===== config.mk =====
export PLATFORM = sky130hd
export DESIGN_NAME = ro_stage_top
export DESIGN_NICKNAME = d
export VERILOG_FILES = /design/src/verilog/ro_pkg.sv /design/src/verilog/ro_free_list.sv /design/src/verilog/ro_read_request.sv /design/src/verilog/ro_read_response.sv /design/src/verilog/ro_thread_context.sv /design/src/verilog/ro_stage_top.sv
export VERILOG_INCLUDE_DIRS = /design/src /design/src/verilog
export SDC_FILE = /design/constraint.sdc
export NUM_CORES = 2
export LEC_CHECK = 0
export BUFFER_PORTS_ARGS = -buffer_cell sky130_fd_sc_hd__clkbuf_2
export CAP_MARGIN = 25
export CORE_AREA = 4 4 444 446
export CTS_CLUSTER_SIZE = 24
export DETAILED_ROUTE_END_ITERATION = 6
export DIE_AREA = 0 0 448 450
export PLACE_DENSITY = 0.72
export SYNTH_ARGS = -nofsm -noshare
export SYNTH_HDL_FRONTEND = slang
export SYNTH_HIERARCHICAL = 1
export SYNTH_SLANG_ARGS = --single-unit

===== constraint.sdc =====
create_clock -name clk -period 68.3 [get_ports clk]
set_clock_uncertainty 0.15 [all_clocks]
set_input_delay 3.415 -clock clk [delete_from_list [all_inputs] [get_ports clk]]
set_output_delay 3.415 -clock clk [all_outputs]
set_load 0.03 [all_outputs]

===== src/verilog/ro_config.svh =====
`ifndef RO_CONFIG_SVH
`define RO_CONFIG_SVH

// 32-bit words in one 64-byte memory line
`define RO_LINE_WORDS 16

// tags in flight on the AR/R channels
`define RO_TAG_BITS 5

// thread slots, one per task being read
`define RO_THREAD_BITS 3

// largest element count a task may ask for
`define RO_MAX_ELEMS 64

`endif


===== src/verilog/ro_pkg.sv =====
`include "ro_config.svh"

package ro_pkg;

   typedef logic [`RO_THREAD_BITS-1:0] thread_id_t;
   typedef logic [`RO_TAG_BITS-1:0]    tag_t;
   typedef logic [7:0]                 count_t;     // element counts and indices
   typedef logic [2:0]                 elem_size_t; // log2 of element bytes

   localparam elem_size_t ELEM_WORD = 3'd2;
   localparam elem_size_t ELEM_PAIR = 3'd3;

   typedef struct packed {
      logic [31:0] ts;
      logic [31:0] locale;
      logic [3:0]  ttype;
   } task_t;

   typedef struct packed {
      task_t       task_info;
      logic [31:0] base;  // aligned to the element size
      elem_size_t  size;
      count_t      count;
   } ro_req_t;

   // one memory line seen as words or as aligned pairs
   typedef union packed {
      logic [`RO_LINE_WORDS-1:0][31:0]   words;
      logic [`RO_LINE_WORDS/2-1:0][63:0] pairs;
   } line_t;

   typedef struct packed {
      thread_id_t                thread;
      logic [`RO_LINE_WORDS-1:0] valid_words;
      elem_size_t                size;
      count_t                    elem_idx;    // element of the lowest valid word
   } mshr_entry_t;

   typedef struct packed {
      task_t       task_info;
      logic [63:0] data;
      count_t      elem_idx;
      logic        last;
   } ro_out_t;

endpackage


===== src/verilog/ro_free_list.sv =====
`timescale 1ns/1ps

module ro_free_list #(
   parameter int LOG_DEPTH = 5
) (
   input  logic                 clk,
   input  logic                 rstn,

   input  logic                 push,
   input  logic [LOG_DEPTH-1:0] push_id,
   input  logic                 pop,

   output logic [LOG_DEPTH-1:0] next_id,
   output logic                 empty,
   output logic                 full
);

   localparam int DEPTH = 2**LOG_DEPTH;

   logic [LOG_DEPTH-1:0] ids [DEPTH];
   logic [LOG_DEPTH-1:0] rd_ptr;
   logic [LOG_DEPTH-1:0] wr_ptr;
   logic [LOG_DEPTH:0]   occ;

   always_ff @(posedge clk) begin
      if (!rstn) begin
         // every identifier starts at home
         for (int i = 0; i < DEPTH; i++) begin
            ids[i] <= LOG_DEPTH'(i);
         end
         rd_ptr <= '0;
         wr_ptr <= '0;
         occ    <= (LOG_DEPTH+1)'(DEPTH);
      end else begin
         if (push) begin
            ids[wr_ptr] <= push_id;
            wr_ptr      <= wr_ptr + 1'b1;
         end
         if (pop) begin
            rd_ptr <= rd_ptr + 1'b1;
         end
         case ({push, pop})
            2'b10:   occ <= occ + 1'b1;
            2'b01:   occ <= occ - 1'b1;
            default: occ <= occ;
         endcase
      end
   end

   assign next_id = ids[rd_ptr];
   assign empty   = (occ == '0);
   assign full    = (occ == (LOG_DEPTH+1)'(DEPTH)); // nothing handed out

endmodule


===== src/verilog/ro_read_request.sv =====
`timescale 1ns/1ps
`include "ro_config.svh"

module ro_read_request (
   input  logic                clk,
   input  logic                rstn,

   input  logic                req_valid,
   output logic                req_ready,
   input  ro_pkg::ro_req_t     req,

   input  ro_pkg::thread_id_t  thread_id,
   input  logic                thread_empty,
   output logic                thread_pop,

   input  ro_pkg::tag_t        tag_id,
   input  logic                tag_empty,
   output logic                tag_pop,

   output logic                arvalid,
   input  logic                arready,
   output logic [31:0]         araddr,
   output ro_pkg::tag_t        arid,

   output logic                mshr_wr,
   output ro_pkg::mshr_entry_t mshr_entry,

   output logic                ctx_wr,
   output ro_pkg::thread_id_t  ctx_thread,
   output ro_pkg::task_t       ctx_task,
   output ro_pkg::count_t      ctx_count
);

   import ro_pkg::*;

   localparam int IDX_BITS = $clog2(`RO_LINE_WORDS);
   localparam int OFF_BITS = IDX_BITS + 2;   // byte offset within a line

   logic                      busy;          // burst still has beats to issue
   logic [31:0]               addr;
   count_t                    n_words;       // words left in the burst
   elem_size_t                size;
   count_t                    elem_idx;
   thread_id_t                thread;

   logic [IDX_BITS-1:0]       word_off;
   logic [IDX_BITS:0]         line_room;
   logic [IDX_BITS:0]         beat_words;
   logic                      last_beat;
   logic [`RO_LINE_WORDS-1:0] mask;
   logic                      req_fire;
   logic                      ar_fire;

   always_comb begin
      word_off  = addr[OFF_BITS-1:2];
      line_room = (IDX_BITS+1)'(`RO_LINE_WORDS) - {1'b0, word_off};
      if (n_words <= count_t'(line_room)) begin
         last_beat  = 1'b1;
         beat_words = n_words[IDX_BITS:0];
      end else begin
         last_beat  = 1'b0;
         beat_words = line_room;
      end
      for (int i = 0; i < `RO_LINE_WORDS; i++) begin
         mask[i] = ((IDX_BITS+1)'(i) >= {1'b0, word_off}) &&
                   ((IDX_BITS+1)'(i) < {1'b0, word_off} + beat_words);
      end
   end

   assign arvalid   = busy & !tag_empty;    // no beat without a free tag
   assign ar_fire   = arvalid & arready;
   assign req_ready = !thread_empty & (!busy | (ar_fire & last_beat));
   assign req_fire  = req_valid & req_ready;

   always_ff @(posedge clk) begin
      if (!rstn) begin
         busy <= 1'b0;
      end else begin
         if (ar_fire) begin
            if (last_beat) begin
               busy <= 1'b0;
            end else begin
               addr    <= {addr[31:OFF_BITS] + 1'b1, {OFF_BITS{1'b0}}};
               n_words <= n_words - count_t'(beat_words);
               if (size == ELEM_PAIR) begin
                  elem_idx <= elem_idx + count_t'(beat_words >> 1);
               end else begin
                  elem_idx <= elem_idx + count_t'(beat_words);
               end
            end
         end
         // a new task may start on the cycle the old burst ends
         if (req_fire) begin
            busy     <= 1'b1;
            addr     <= req.base;
            size     <= req.size;
            thread   <= thread_id;
            elem_idx <= '0;
            if (req.size == ELEM_PAIR) begin
               n_words <= {req.count[6:0], 1'b0};
            end else begin
               n_words <= req.count;
            end
         end
      end
   end

   assign araddr  = addr;
   assign arid    = tag_id;
   assign tag_pop = ar_fire;

   assign mshr_wr                = ar_fire;
   assign mshr_entry.thread      = thread;
   assign mshr_entry.valid_words = mask;
   assign mshr_entry.size        = size;
   assign mshr_entry.elem_idx    = elem_idx;

   assign thread_pop = req_fire;
   assign ctx_wr     = req_fire;
   assign ctx_thread = thread_id;
   assign ctx_task   = req.task_info;
   assign ctx_count  = req.count;

endmodule


===== src/verilog/ro_read_response.sv =====
`timescale 1ns/1ps
`include "ro_config.svh"

module ro_read_response (
   input  logic                clk,
   input  logic                rstn,

   input  logic                mshr_wr,
   input  ro_pkg::tag_t        mshr_tag,
   input  ro_pkg::mshr_entry_t mshr_entry,

   input  logic                rvalid,
   output logic                rready,
   input  ro_pkg::tag_t        rid,
   input  ro_pkg::line_t       rdata,

   output logic                tag_push,
   output ro_pkg::tag_t        tag_push_id,

   output ro_pkg::thread_id_t  cur_thread,
   input  ro_pkg::task_t       cur_task,
   input  logic                cur_last,

   output logic                out_fire,
   output logic                out_valid,
   input  logic                out_ready,
   output ro_pkg::ro_out_t     out
);

   import ro_pkg::*;

   localparam int IDX_BITS = $clog2(`RO_LINE_WORDS);

   mshr_entry_t               mshr [2**`RO_TAG_BITS];

   logic                      buf_valid;
   line_t                     buf_line;
   mshr_entry_t               buf_entry;   // mask and index advance as elements leave

   logic [IDX_BITS-1:0]       word_idx;
   logic                      is_pair;
   logic [`RO_LINE_WORDS-1:0] next_mask;
   logic [63:0]               out_data;
   logic                      r_fire;

   always_ff @(posedge clk) begin
      if (mshr_wr) begin
         mshr[mshr_tag] <= mshr_entry;
      end
   end

   // lowest valid word is the next element
   always_comb begin
      word_idx = '0;
      for (int i = `RO_LINE_WORDS-1; i >= 0; i--) begin
         if (buf_entry.valid_words[i]) begin
            word_idx = IDX_BITS'(i);
         end
      end
   end

   always_comb begin
      is_pair             = (buf_entry.size == ELEM_PAIR);
      next_mask           = buf_entry.valid_words;
      next_mask[word_idx] = 1'b0;
      if (is_pair) begin
         next_mask[{word_idx[IDX_BITS-1:1], 1'b1}] = 1'b0; // pairs are aligned
         out_data = buf_line.pairs[word_idx[IDX_BITS-1:1]];
      end else begin
         out_data = {32'b0, buf_line.words[word_idx]};
      end
   end

   assign out_valid = buf_valid;
   assign out_fire  = out_valid & out_ready;
   assign rready    = !buf_valid | (out_fire & (next_mask == '0));
   assign r_fire    = rvalid & rready;

   always_ff @(posedge clk) begin
      if (!rstn) begin
         buf_valid <= 1'b0;
      end else begin
         if (out_fire) begin
            buf_entry.valid_words <= next_mask;
            buf_entry.elem_idx    <= buf_entry.elem_idx + 1'b1;
            if (next_mask == '0) begin
               buf_valid <= 1'b0;
            end
         end
         if (r_fire) begin
            buf_valid <= 1'b1;
            buf_line  <= rdata;
            buf_entry <= mshr[rid];
         end
      end
   end

   // tag goes home as soon as its entry is copied out
   assign tag_push    = r_fire;
   assign tag_push_id = rid;

   assign cur_thread = buf_entry.thread;

   assign out.task_info = cur_task;
   assign out.data      = out_data;
   assign out.elem_idx  = buf_entry.elem_idx;
   assign out.last      = cur_last;

endmodule


===== src/verilog/ro_thread_context.sv =====
`timescale 1ns/1ps
`include "ro_config.svh"

module ro_thread_context (
   input  logic               clk,
   input  logic               rstn,

   input  logic               ctx_wr,
   input  ro_pkg::thread_id_t ctx_thread,
   input  ro_pkg::task_t      ctx_task,
   input  ro_pkg::count_t     ctx_count,

   input  ro_pkg::thread_id_t cur_thread,
   input  logic               out_fire,
   output ro_pkg::task_t      cur_task,
   output logic               cur_last,

   output logic               thread_push,
   output ro_pkg::thread_id_t thread_push_id
);

   import ro_pkg::*;

   localparam int N_THREADS = 2**`RO_THREAD_BITS;
   localparam int CNT_BITS  = $clog2(`RO_MAX_ELEMS) + 1;

   task_t               tasks [N_THREADS];
   logic [CNT_BITS-1:0] remaining [N_THREADS];   // elements still to deliver

   always_ff @(posedge clk) begin
      if (ctx_wr) begin
         tasks[ctx_thread] <= ctx_task;
      end
   end

   // a freshly claimed slot never matches the thread being drained
   always_ff @(posedge clk) begin
      if (!rstn) begin
         for (int i = 0; i < N_THREADS; i++) begin
            remaining[i] <= '0;
         end
      end else begin
         for (int i = 0; i < N_THREADS; i++) begin
            if (ctx_wr && (ctx_thread == thread_id_t'(i))) begin
               remaining[i] <= ctx_count[CNT_BITS-1:0];
            end else if (out_fire && (cur_thread == thread_id_t'(i))) begin
               remaining[i] <= remaining[i] - 1'b1;
            end
         end
      end
   end

   assign cur_task = tasks[cur_thread];
   assign cur_last = (remaining[cur_thread] == CNT_BITS'(1));

   assign thread_push    = out_fire & cur_last;   // slot freed with its last element
   assign thread_push_id = cur_thread;

endmodule


===== src/verilog/ro_stage_top.sv =====
`timescale 1ns/1ps
`include "ro_config.svh"

module ro_stage_top (
   input  logic            clk,
   input  logic            rstn,

   input  logic            req_valid,
   output logic            req_ready,
   input  ro_pkg::ro_req_t req,

   output logic            arvalid,
   input  logic            arready,
   output logic [31:0]     araddr,
   output ro_pkg::tag_t    arid,

   input  logic            rvalid,
   output logic            rready,
   input  ro_pkg::tag_t    rid,
   input  ro_pkg::line_t   rdata,

   output logic            out_valid,
   input  logic            out_ready,
   output ro_pkg::ro_out_t out,

   output logic            idle
);

   import ro_pkg::*;

   tag_t        tag_next;
   logic        tag_empty;
   logic        tag_pop;
   logic        tag_push;
   tag_t        tag_push_id;

   thread_id_t  thread_next;
   logic        thread_empty;
   logic        thread_pop;
   logic        thread_push;
   thread_id_t  thread_push_id;

   logic        mshr_wr;
   mshr_entry_t mshr_entry;

   logic        ctx_wr;
   thread_id_t  ctx_thread;
   task_t       ctx_task;
   count_t      ctx_count;

   thread_id_t  cur_thread;
   task_t       cur_task;
   logic        cur_last;
   logic        out_fire;

   ro_free_list #(
      .LOG_DEPTH (`RO_TAG_BITS)
   ) u_tag_list (
      .clk     (clk),
      .rstn    (rstn),
      .push    (tag_push),
      .push_id (tag_push_id),
      .pop     (tag_pop),
      .next_id (tag_next),
      .empty   (tag_empty),
      .full    ()
   );

   ro_free_list #(
      .LOG_DEPTH (`RO_THREAD_BITS)
   ) u_thread_list (
      .clk     (clk),
      .rstn    (rstn),
      .push    (thread_push),
      .push_id (thread_push_id),
      .pop     (thread_pop),
      .next_id (thread_next),
      .empty   (thread_empty),
      .full    (idle)           // every slot home
   );

   ro_read_request u_read_request (
      .clk          (clk),
      .rstn         (rstn),
      .req_valid    (req_valid),
      .req_ready    (req_ready),
      .req          (req),
      .thread_id    (thread_next),
      .thread_empty (thread_empty),
      .thread_pop   (thread_pop),
      .tag_id       (tag_next),
      .tag_empty    (tag_empty),
      .tag_pop      (tag_pop),
      .arvalid      (arvalid),
      .arready      (arready),
      .araddr       (araddr),
      .arid         (arid),
      .mshr_wr      (mshr_wr),
      .mshr_entry   (mshr_entry),
      .ctx_wr       (ctx_wr),
      .ctx_thread   (ctx_thread),
      .ctx_task     (ctx_task),
      .ctx_count    (ctx_count)
   );

   ro_read_response u_read_response (
      .clk         (clk),
      .rstn        (rstn),
      .mshr_wr     (mshr_wr),
      .mshr_tag    (arid),
      .mshr_entry  (mshr_entry),
      .rvalid      (rvalid),
      .rready      (rready),
      .rid         (rid),
      .rdata       (rdata),
      .tag_push    (tag_push),
      .tag_push_id (tag_push_id),
      .cur_thread  (cur_thread),
      .cur_task    (cur_task),
      .cur_last    (cur_last),
      .out_fire    (out_fire),
      .out_valid   (out_valid),
      .out_ready   (out_ready),
      .out         (out)
   );

   ro_thread_context u_thread_context (
      .clk            (clk),
      .rstn           (rstn),
      .ctx_wr         (ctx_wr),
      .ctx_thread     (ctx_thread),
      .ctx_task       (ctx_task),
      .ctx_count      (ctx_count),
      .cur_thread     (cur_thread),
      .out_fire       (out_fire),
      .cur_task       (cur_task),
      .cur_last       (cur_last),
      .thread_push    (thread_push),
      .thread_push_id (thread_push_id)
   );

endmodule


## Yosys cells after proc, flatten, opt, wreduce, memory -nomap -nowiden

Memory sizes are Yosys's and may differ from the RTL's. A register that Yosys moved wholly into a read port is not among the register bits.
Index checks and enable logic that the tools add are counted.

- Flip-flop bits (word level): 624
- RAM bits: 1744
- Output and inout port bits: 183
- Memories kept: 5

- Add/sub/neg operators: 23
- $lt $le $gt $ge: 37
- Equality and inequality tests: 24
- Multiplexer cells: 144
- Bitwise logic cells: 31
- Reductions and logical operators: 56

Memories:

| name | depth | width | rd ports | clocked after Yosys merged registers in | write ports | RTL line | source |
|---|---|---|---|---|---|---|---|
| u_read_response.mshr | 32 | 30 | 1 | 0 | 1 | ro_read_response.sv:34 | `` mshr_entry_t mshr [2**`RO_TAG_BITS]; `` |
| u_thread_context.tasks | 8 | 68 | 1 | 1 | 1 | ro_thread_context.sv:27 | `task_t tasks [N_THREADS];` |
| u_tag_list.ids | 32 | 5 | 1 | 1 | 32 | ro_free_list.sv:20 | `logic [LOG_DEPTH-1:0] ids [DEPTH];` |
| u_thread_context.remaining | 8 | 7 | 9 | 1 | 8 | ro_thread_context.sv:28 | `logic [CNT_BITS-1:0] remaining [N_THREADS];` |
| u_thread_list.ids | 8 | 3 | 1 | 1 | 8 | ro_free_list.sv:20 |  |

Operators by type and width:

| kind | number |
|---|---|
| 64-bit binary-select mux with 3-bit select | 1 |
| 32-bit binary-select mux with 4-bit select | 1 |
| 32-bit two-way mux | 4 |
| 64-bit two-way mux | 2 |
| 7-bit two-way mux | 16 |
| 1-bit two-way mux | 78 |
| 4-bit two-way mux | 16 |
| 8-bit two-way mux | 8 |
| 7-bit by 1-bit subtractor with 7-bit output, second input constant | 8 |
| 4-bit by 5-bit < comparator with 1-bit output, first input constant | 8 |
| 1-bit logical AND | 33 |
| 16-bit AND | 2 |
| 16-bit two-way mux | 2 |
| 16-bit inverter | 2 |
| 4-bit >= comparator, first input constant | 7 |
| 27-bit two-way mux | 1 |
| 26-bit by 1-bit adder with 26-bit output, second input constant | 1 |
| 5-bit two-way mux | 5 |
| 3-bit equality test, second input constant | 8 |
| 3-bit by 2-bit equality test with 1-bit output, second input constant | 7 |
| 3-bit by 5-bit < comparator with 1-bit output, first input constant | 4 |
| 3-bit two-way mux | 6 |
| 1-bit bitwise OR | 18 |
| 3-bit by 4-bit >= comparator with 1-bit output, first input constant | 4 |
| other kinds (41) | 73 |

## Logic depth before layout (Yosys ltp)

- Word-level depth: 33
- Gate-level depth with buffers: 21

## By module

Netlist, hierarchy kept.

Modules (own cells, without submodules):

| module | times used | cells an instance | area an instance (um^2) | sequential area each (um^2) |
|---|---|---|---|---|
| ro_read_response | 1 | 3726 | 63173.1 | 45123.3 |
| ro_thread_context | 1 | 1322 | 24039.3 | 18017.3 |
| ro_free_list (u_tag_list) | 1 | 697 | 8563.2 | 5225.0 |
| ro_read_request | 1 | 498 | 4525.6 | 1641.6 |
| ro_free_list (u_thread_list) | 1 | 143 | 1767.9 | 980.9 |

## Least setup slack after synthesis

Ideal clock, no wire load.

- Path type: input port to flip-flop
- Start: in out_ready
- End: reg u_read_response/buf_entry[10] in the netlist's numbering (enable)
- Library setup time: 1.418 ns
- Arrival time: 26.259 ns
- Path slack: 40.472 ns
- Cell stages on the path: 9
- Path buffers: 1
- Path through: nand2_1 > inv_1 > nand2_1 > a21oi_1 > o2111ai_1 > nor4_2 > a31oi_4 > buf_6 > nor2_1

- Longest elaborated chain between the ends: 5

RTL lines:

| element | RTL line | source |
|---|---|---|
| start: declaration | ro_stage_top.sv:23 | `input logic out_ready,` |
| 1-bit AND | ro_read_response.sv:75 | `assign out_fire = out_valid & out_ready;` |
| named net out_fire | ro_stage_top.sv:54 | `logic out_fire;` |
| 1-bit AND | ro_read_response.sv:76 | `assign rready = !buf_valid \| (out_fire & (next_mask == '0));` |
| 1-bit bitwise OR | ro_read_response.sv:76 |  |
| 1-bit AND | ro_read_response.sv:77 | `assign r_fire = rvalid & rready;` |
| 2-bit AND reduction (no line) | - |  |
| end signal: assignment | ro_read_response.sv:93 | `buf_entry <= mshr[rid];` |
| end: declaration | ro_read_response.sv:38 | `mshr_entry_t buf_entry;` |

The timed path passes the listed nets, and every way through them passes these cells.
A chain may end at the register's enable or synchronous reset.

==> results.md <==
- Failing checks: design-rule violations
- Worst path required time: 64730 ps
- Design Power: 3.33 mW
- Outcome: finished with violations
- Startpoint types: register
- Vias in the first global route: 59847
- Largest net degree at the start of global routing: 182
- CTS tree: built
- Post-Syn Area: 0.102 mm2
- Drt drc: 5
- Max-cap violations: 0
- Max IR drop VDD: 0.0000304 V
- CP max-delay cell: buf_4
- Ratio of cells with drive above 1 in the final layout: 0.272
- Total CTS buffers: 235
- DR WL/cell: 28.8 um
- GRT Util Overall: 0.274
- Synth Warn #: 6
- Gr ovfl total: 0
- Post-synth net total: just over 7000
- Worst-Margin Slew: 1270 ps
- Final slew viol count: 0
- Max clock buf depth: 3
- Clk pin slew, worst setup/hold paths: 60 ps
- Initial DRC count: 7559
- Slew headroom: 0.155
- Die area: 0.202 mm2
- Crit-path leading delay family: buffers and inverters
- Leak Pwr: 39.6 nW
- Final setup viols: 0
- Post_cts resized: 0
- Worst hold-check path type: reg -> reg
- Htree depth: 4
- Critical Path, Cell by Cell: or2_2, a2111oi_4, o21ai_1, nand2_4, buf_4, buf_4, mux2i_1, a211oi_1, o41ai_1, o21ai_0, clkbuf_2
- Die X: 448 um
- RSZ-0062 raised after global routing: no
- Hold WS: 372 ps
- Synth Instances: 6384
- Drt via density: ~6.2
- Postcts setup bufs: 0
- Number of port buffers: 816
- CTS Hold Bufs: 0
- Min Clock Period, post-route: 9410 ps
- Top cell by count, worst path: buf_4
- Die Y: 450 um
- Core Box Area: 0.193 mm2
- Post-route ant nets: 0
- TritonCTS Sinks: 2376
- CP Class: reg -> out
- Dpl hpwl: ~180000 um
- Crit share post-route: 0.138
- Cell area after layout: roughly 0.12 mm2
- GP Congestion: 0.913
- Filler instances: 14001
- Achievable clock frequency: 106 MHz
- First-pass GRT wire length: approximately 400000 um
- Row count: between 150 and 200
- Commonest cells after routing, fill and taps aside: edfxtp_1 (2340), nand2_1 (886), clkbuf_2 (811)
- Final Hold Fails: 0
- Starting density of the core: 0.530
- Dpl cell area: 0.108 mm2
- Top Ports: 817
- Final setup TNS: 0 ps
- Max incr delay on CP: roughly 800 ps
- Critical Path End Type: output port
- CP max FO: 47
- Commonest non-fill, non-tap cell in the layout: edfxtp_1
- Power Dens Cells: 28.7 mW/mm2
- Buf/Inv on CP: 3
- Vias: 60576
- DRT Pass-1 Iters: 7
- Syn avg cell area: 16.0 um2
- Finished Layout Cells: ~9800
- Inst Count DP: 9286
- Area grow syn2layout: 13.6%
- Detailed-route wire length: 282000 um
- Worst skew pair latency: 870 ps
- Worst EP arrival: 5840 ps
- Final #Nets: 7692
- Clock root buffer: clkbuf_16
- Initial antenna violation count: 65
-- per-layer routing --
| metal | up-vias | share of wire | GRT usage |
|---|---|---|---|
| met3 | 634 | 0.098 | 0.0594 |
| met2 | 3301 | 0.49 | 0.443 |
| met4 | 24 | 0.055 | 0.142 |
| met1 | 30647 | 0.36 | 0.350 |
| li1 | 25970 | - | - |
| met5 | - | 0.00059 | 0 |
-- path summary, 6_finish.rpt --
check | from | endpoint | slack [ps] | depth (start not counted)
max | u_read_response/buf_entry[13] | out[10] | 58890 | 11
max reg2reg | u_read_response/buf_entry[12] | u_read_response/buf_line[270] | 60310 | 13
min reg2reg | u_tag_list/occ[4] | u_tag_list/occ[4] | 370 | 2
min | u_tag_list/occ[4] | u_tag_list/occ[4] | 370 | 2
-- through the flow --
step	worst slack, ps	util
after floorplan	40470	-
after global placement	58980	0.559
after detailed placement	58850	0.560
after CTS	58900	0.600
after global routing	58630	0.602
final	58890	0.602
-- sequential cells by signal (all words and copies together), names as in the netlist, named ones only --
register and cells:
u_read_response/out_valid 1, u_tag_list/occ 6, u_tag_list/wr_ptr 5, u_read_request/n_words 8
u_thread_list/ids 24, u_thread_list/wr_ptr 3, u_thread_context/tasks 544, u_read_request/elem_idx 8
u_tag_list/ids 160, u_read_response/buf_line 512, u_read_response/out 8, u_read_request/araddr 32
u_read_request/busy 1, u_read_response/buf_entry 19, u_read_request/thread 3, u_read_response/cur_thread 3
u_thread_list/rd_ptr 3, u_thread_context/remaining 56, u_tag_list/rd_ptr 5, u_thread_list/occ 4
u_read_request/size 3, u_read_response/mshr 960
-- where the power goes --
part	total (mW)	switching (mW)	internal [mW]	leakage (nW)
combinational	0.335	0.219	0.116	14.2
clock	1.29	0.557	0.729	3.76
sequential	1.71	0.0262	1.68	21.6
total	3.33	0.802	2.53	39.6
-- worst reg2reg max path, delay by kind of cell (launching register included) --
family	cells	cell delay [ps]
compound gates	3	720
buf+inv	5	3480
flops	1	450
simple gates	5	2580
-- final cells by class --
type / count / area (um2) / share of cell area
repair buffers: 952 / 5460 / 0.0471
inverters: 68 / 262 / 0.00226
diodes: 46 / 115 / 0.000993
multi-input cells: 3377 / 28200 / 0.244
flip-flops and latches: 2376 / 71000 / 0.612
clock inverters: 154 / 1600 / 0.0138
clock buffers: 280 / 6090 / 0.0525
well taps: 2526 / 3160 / 0.0273
No activity file was read; power rests on OpenSTA's default activity.
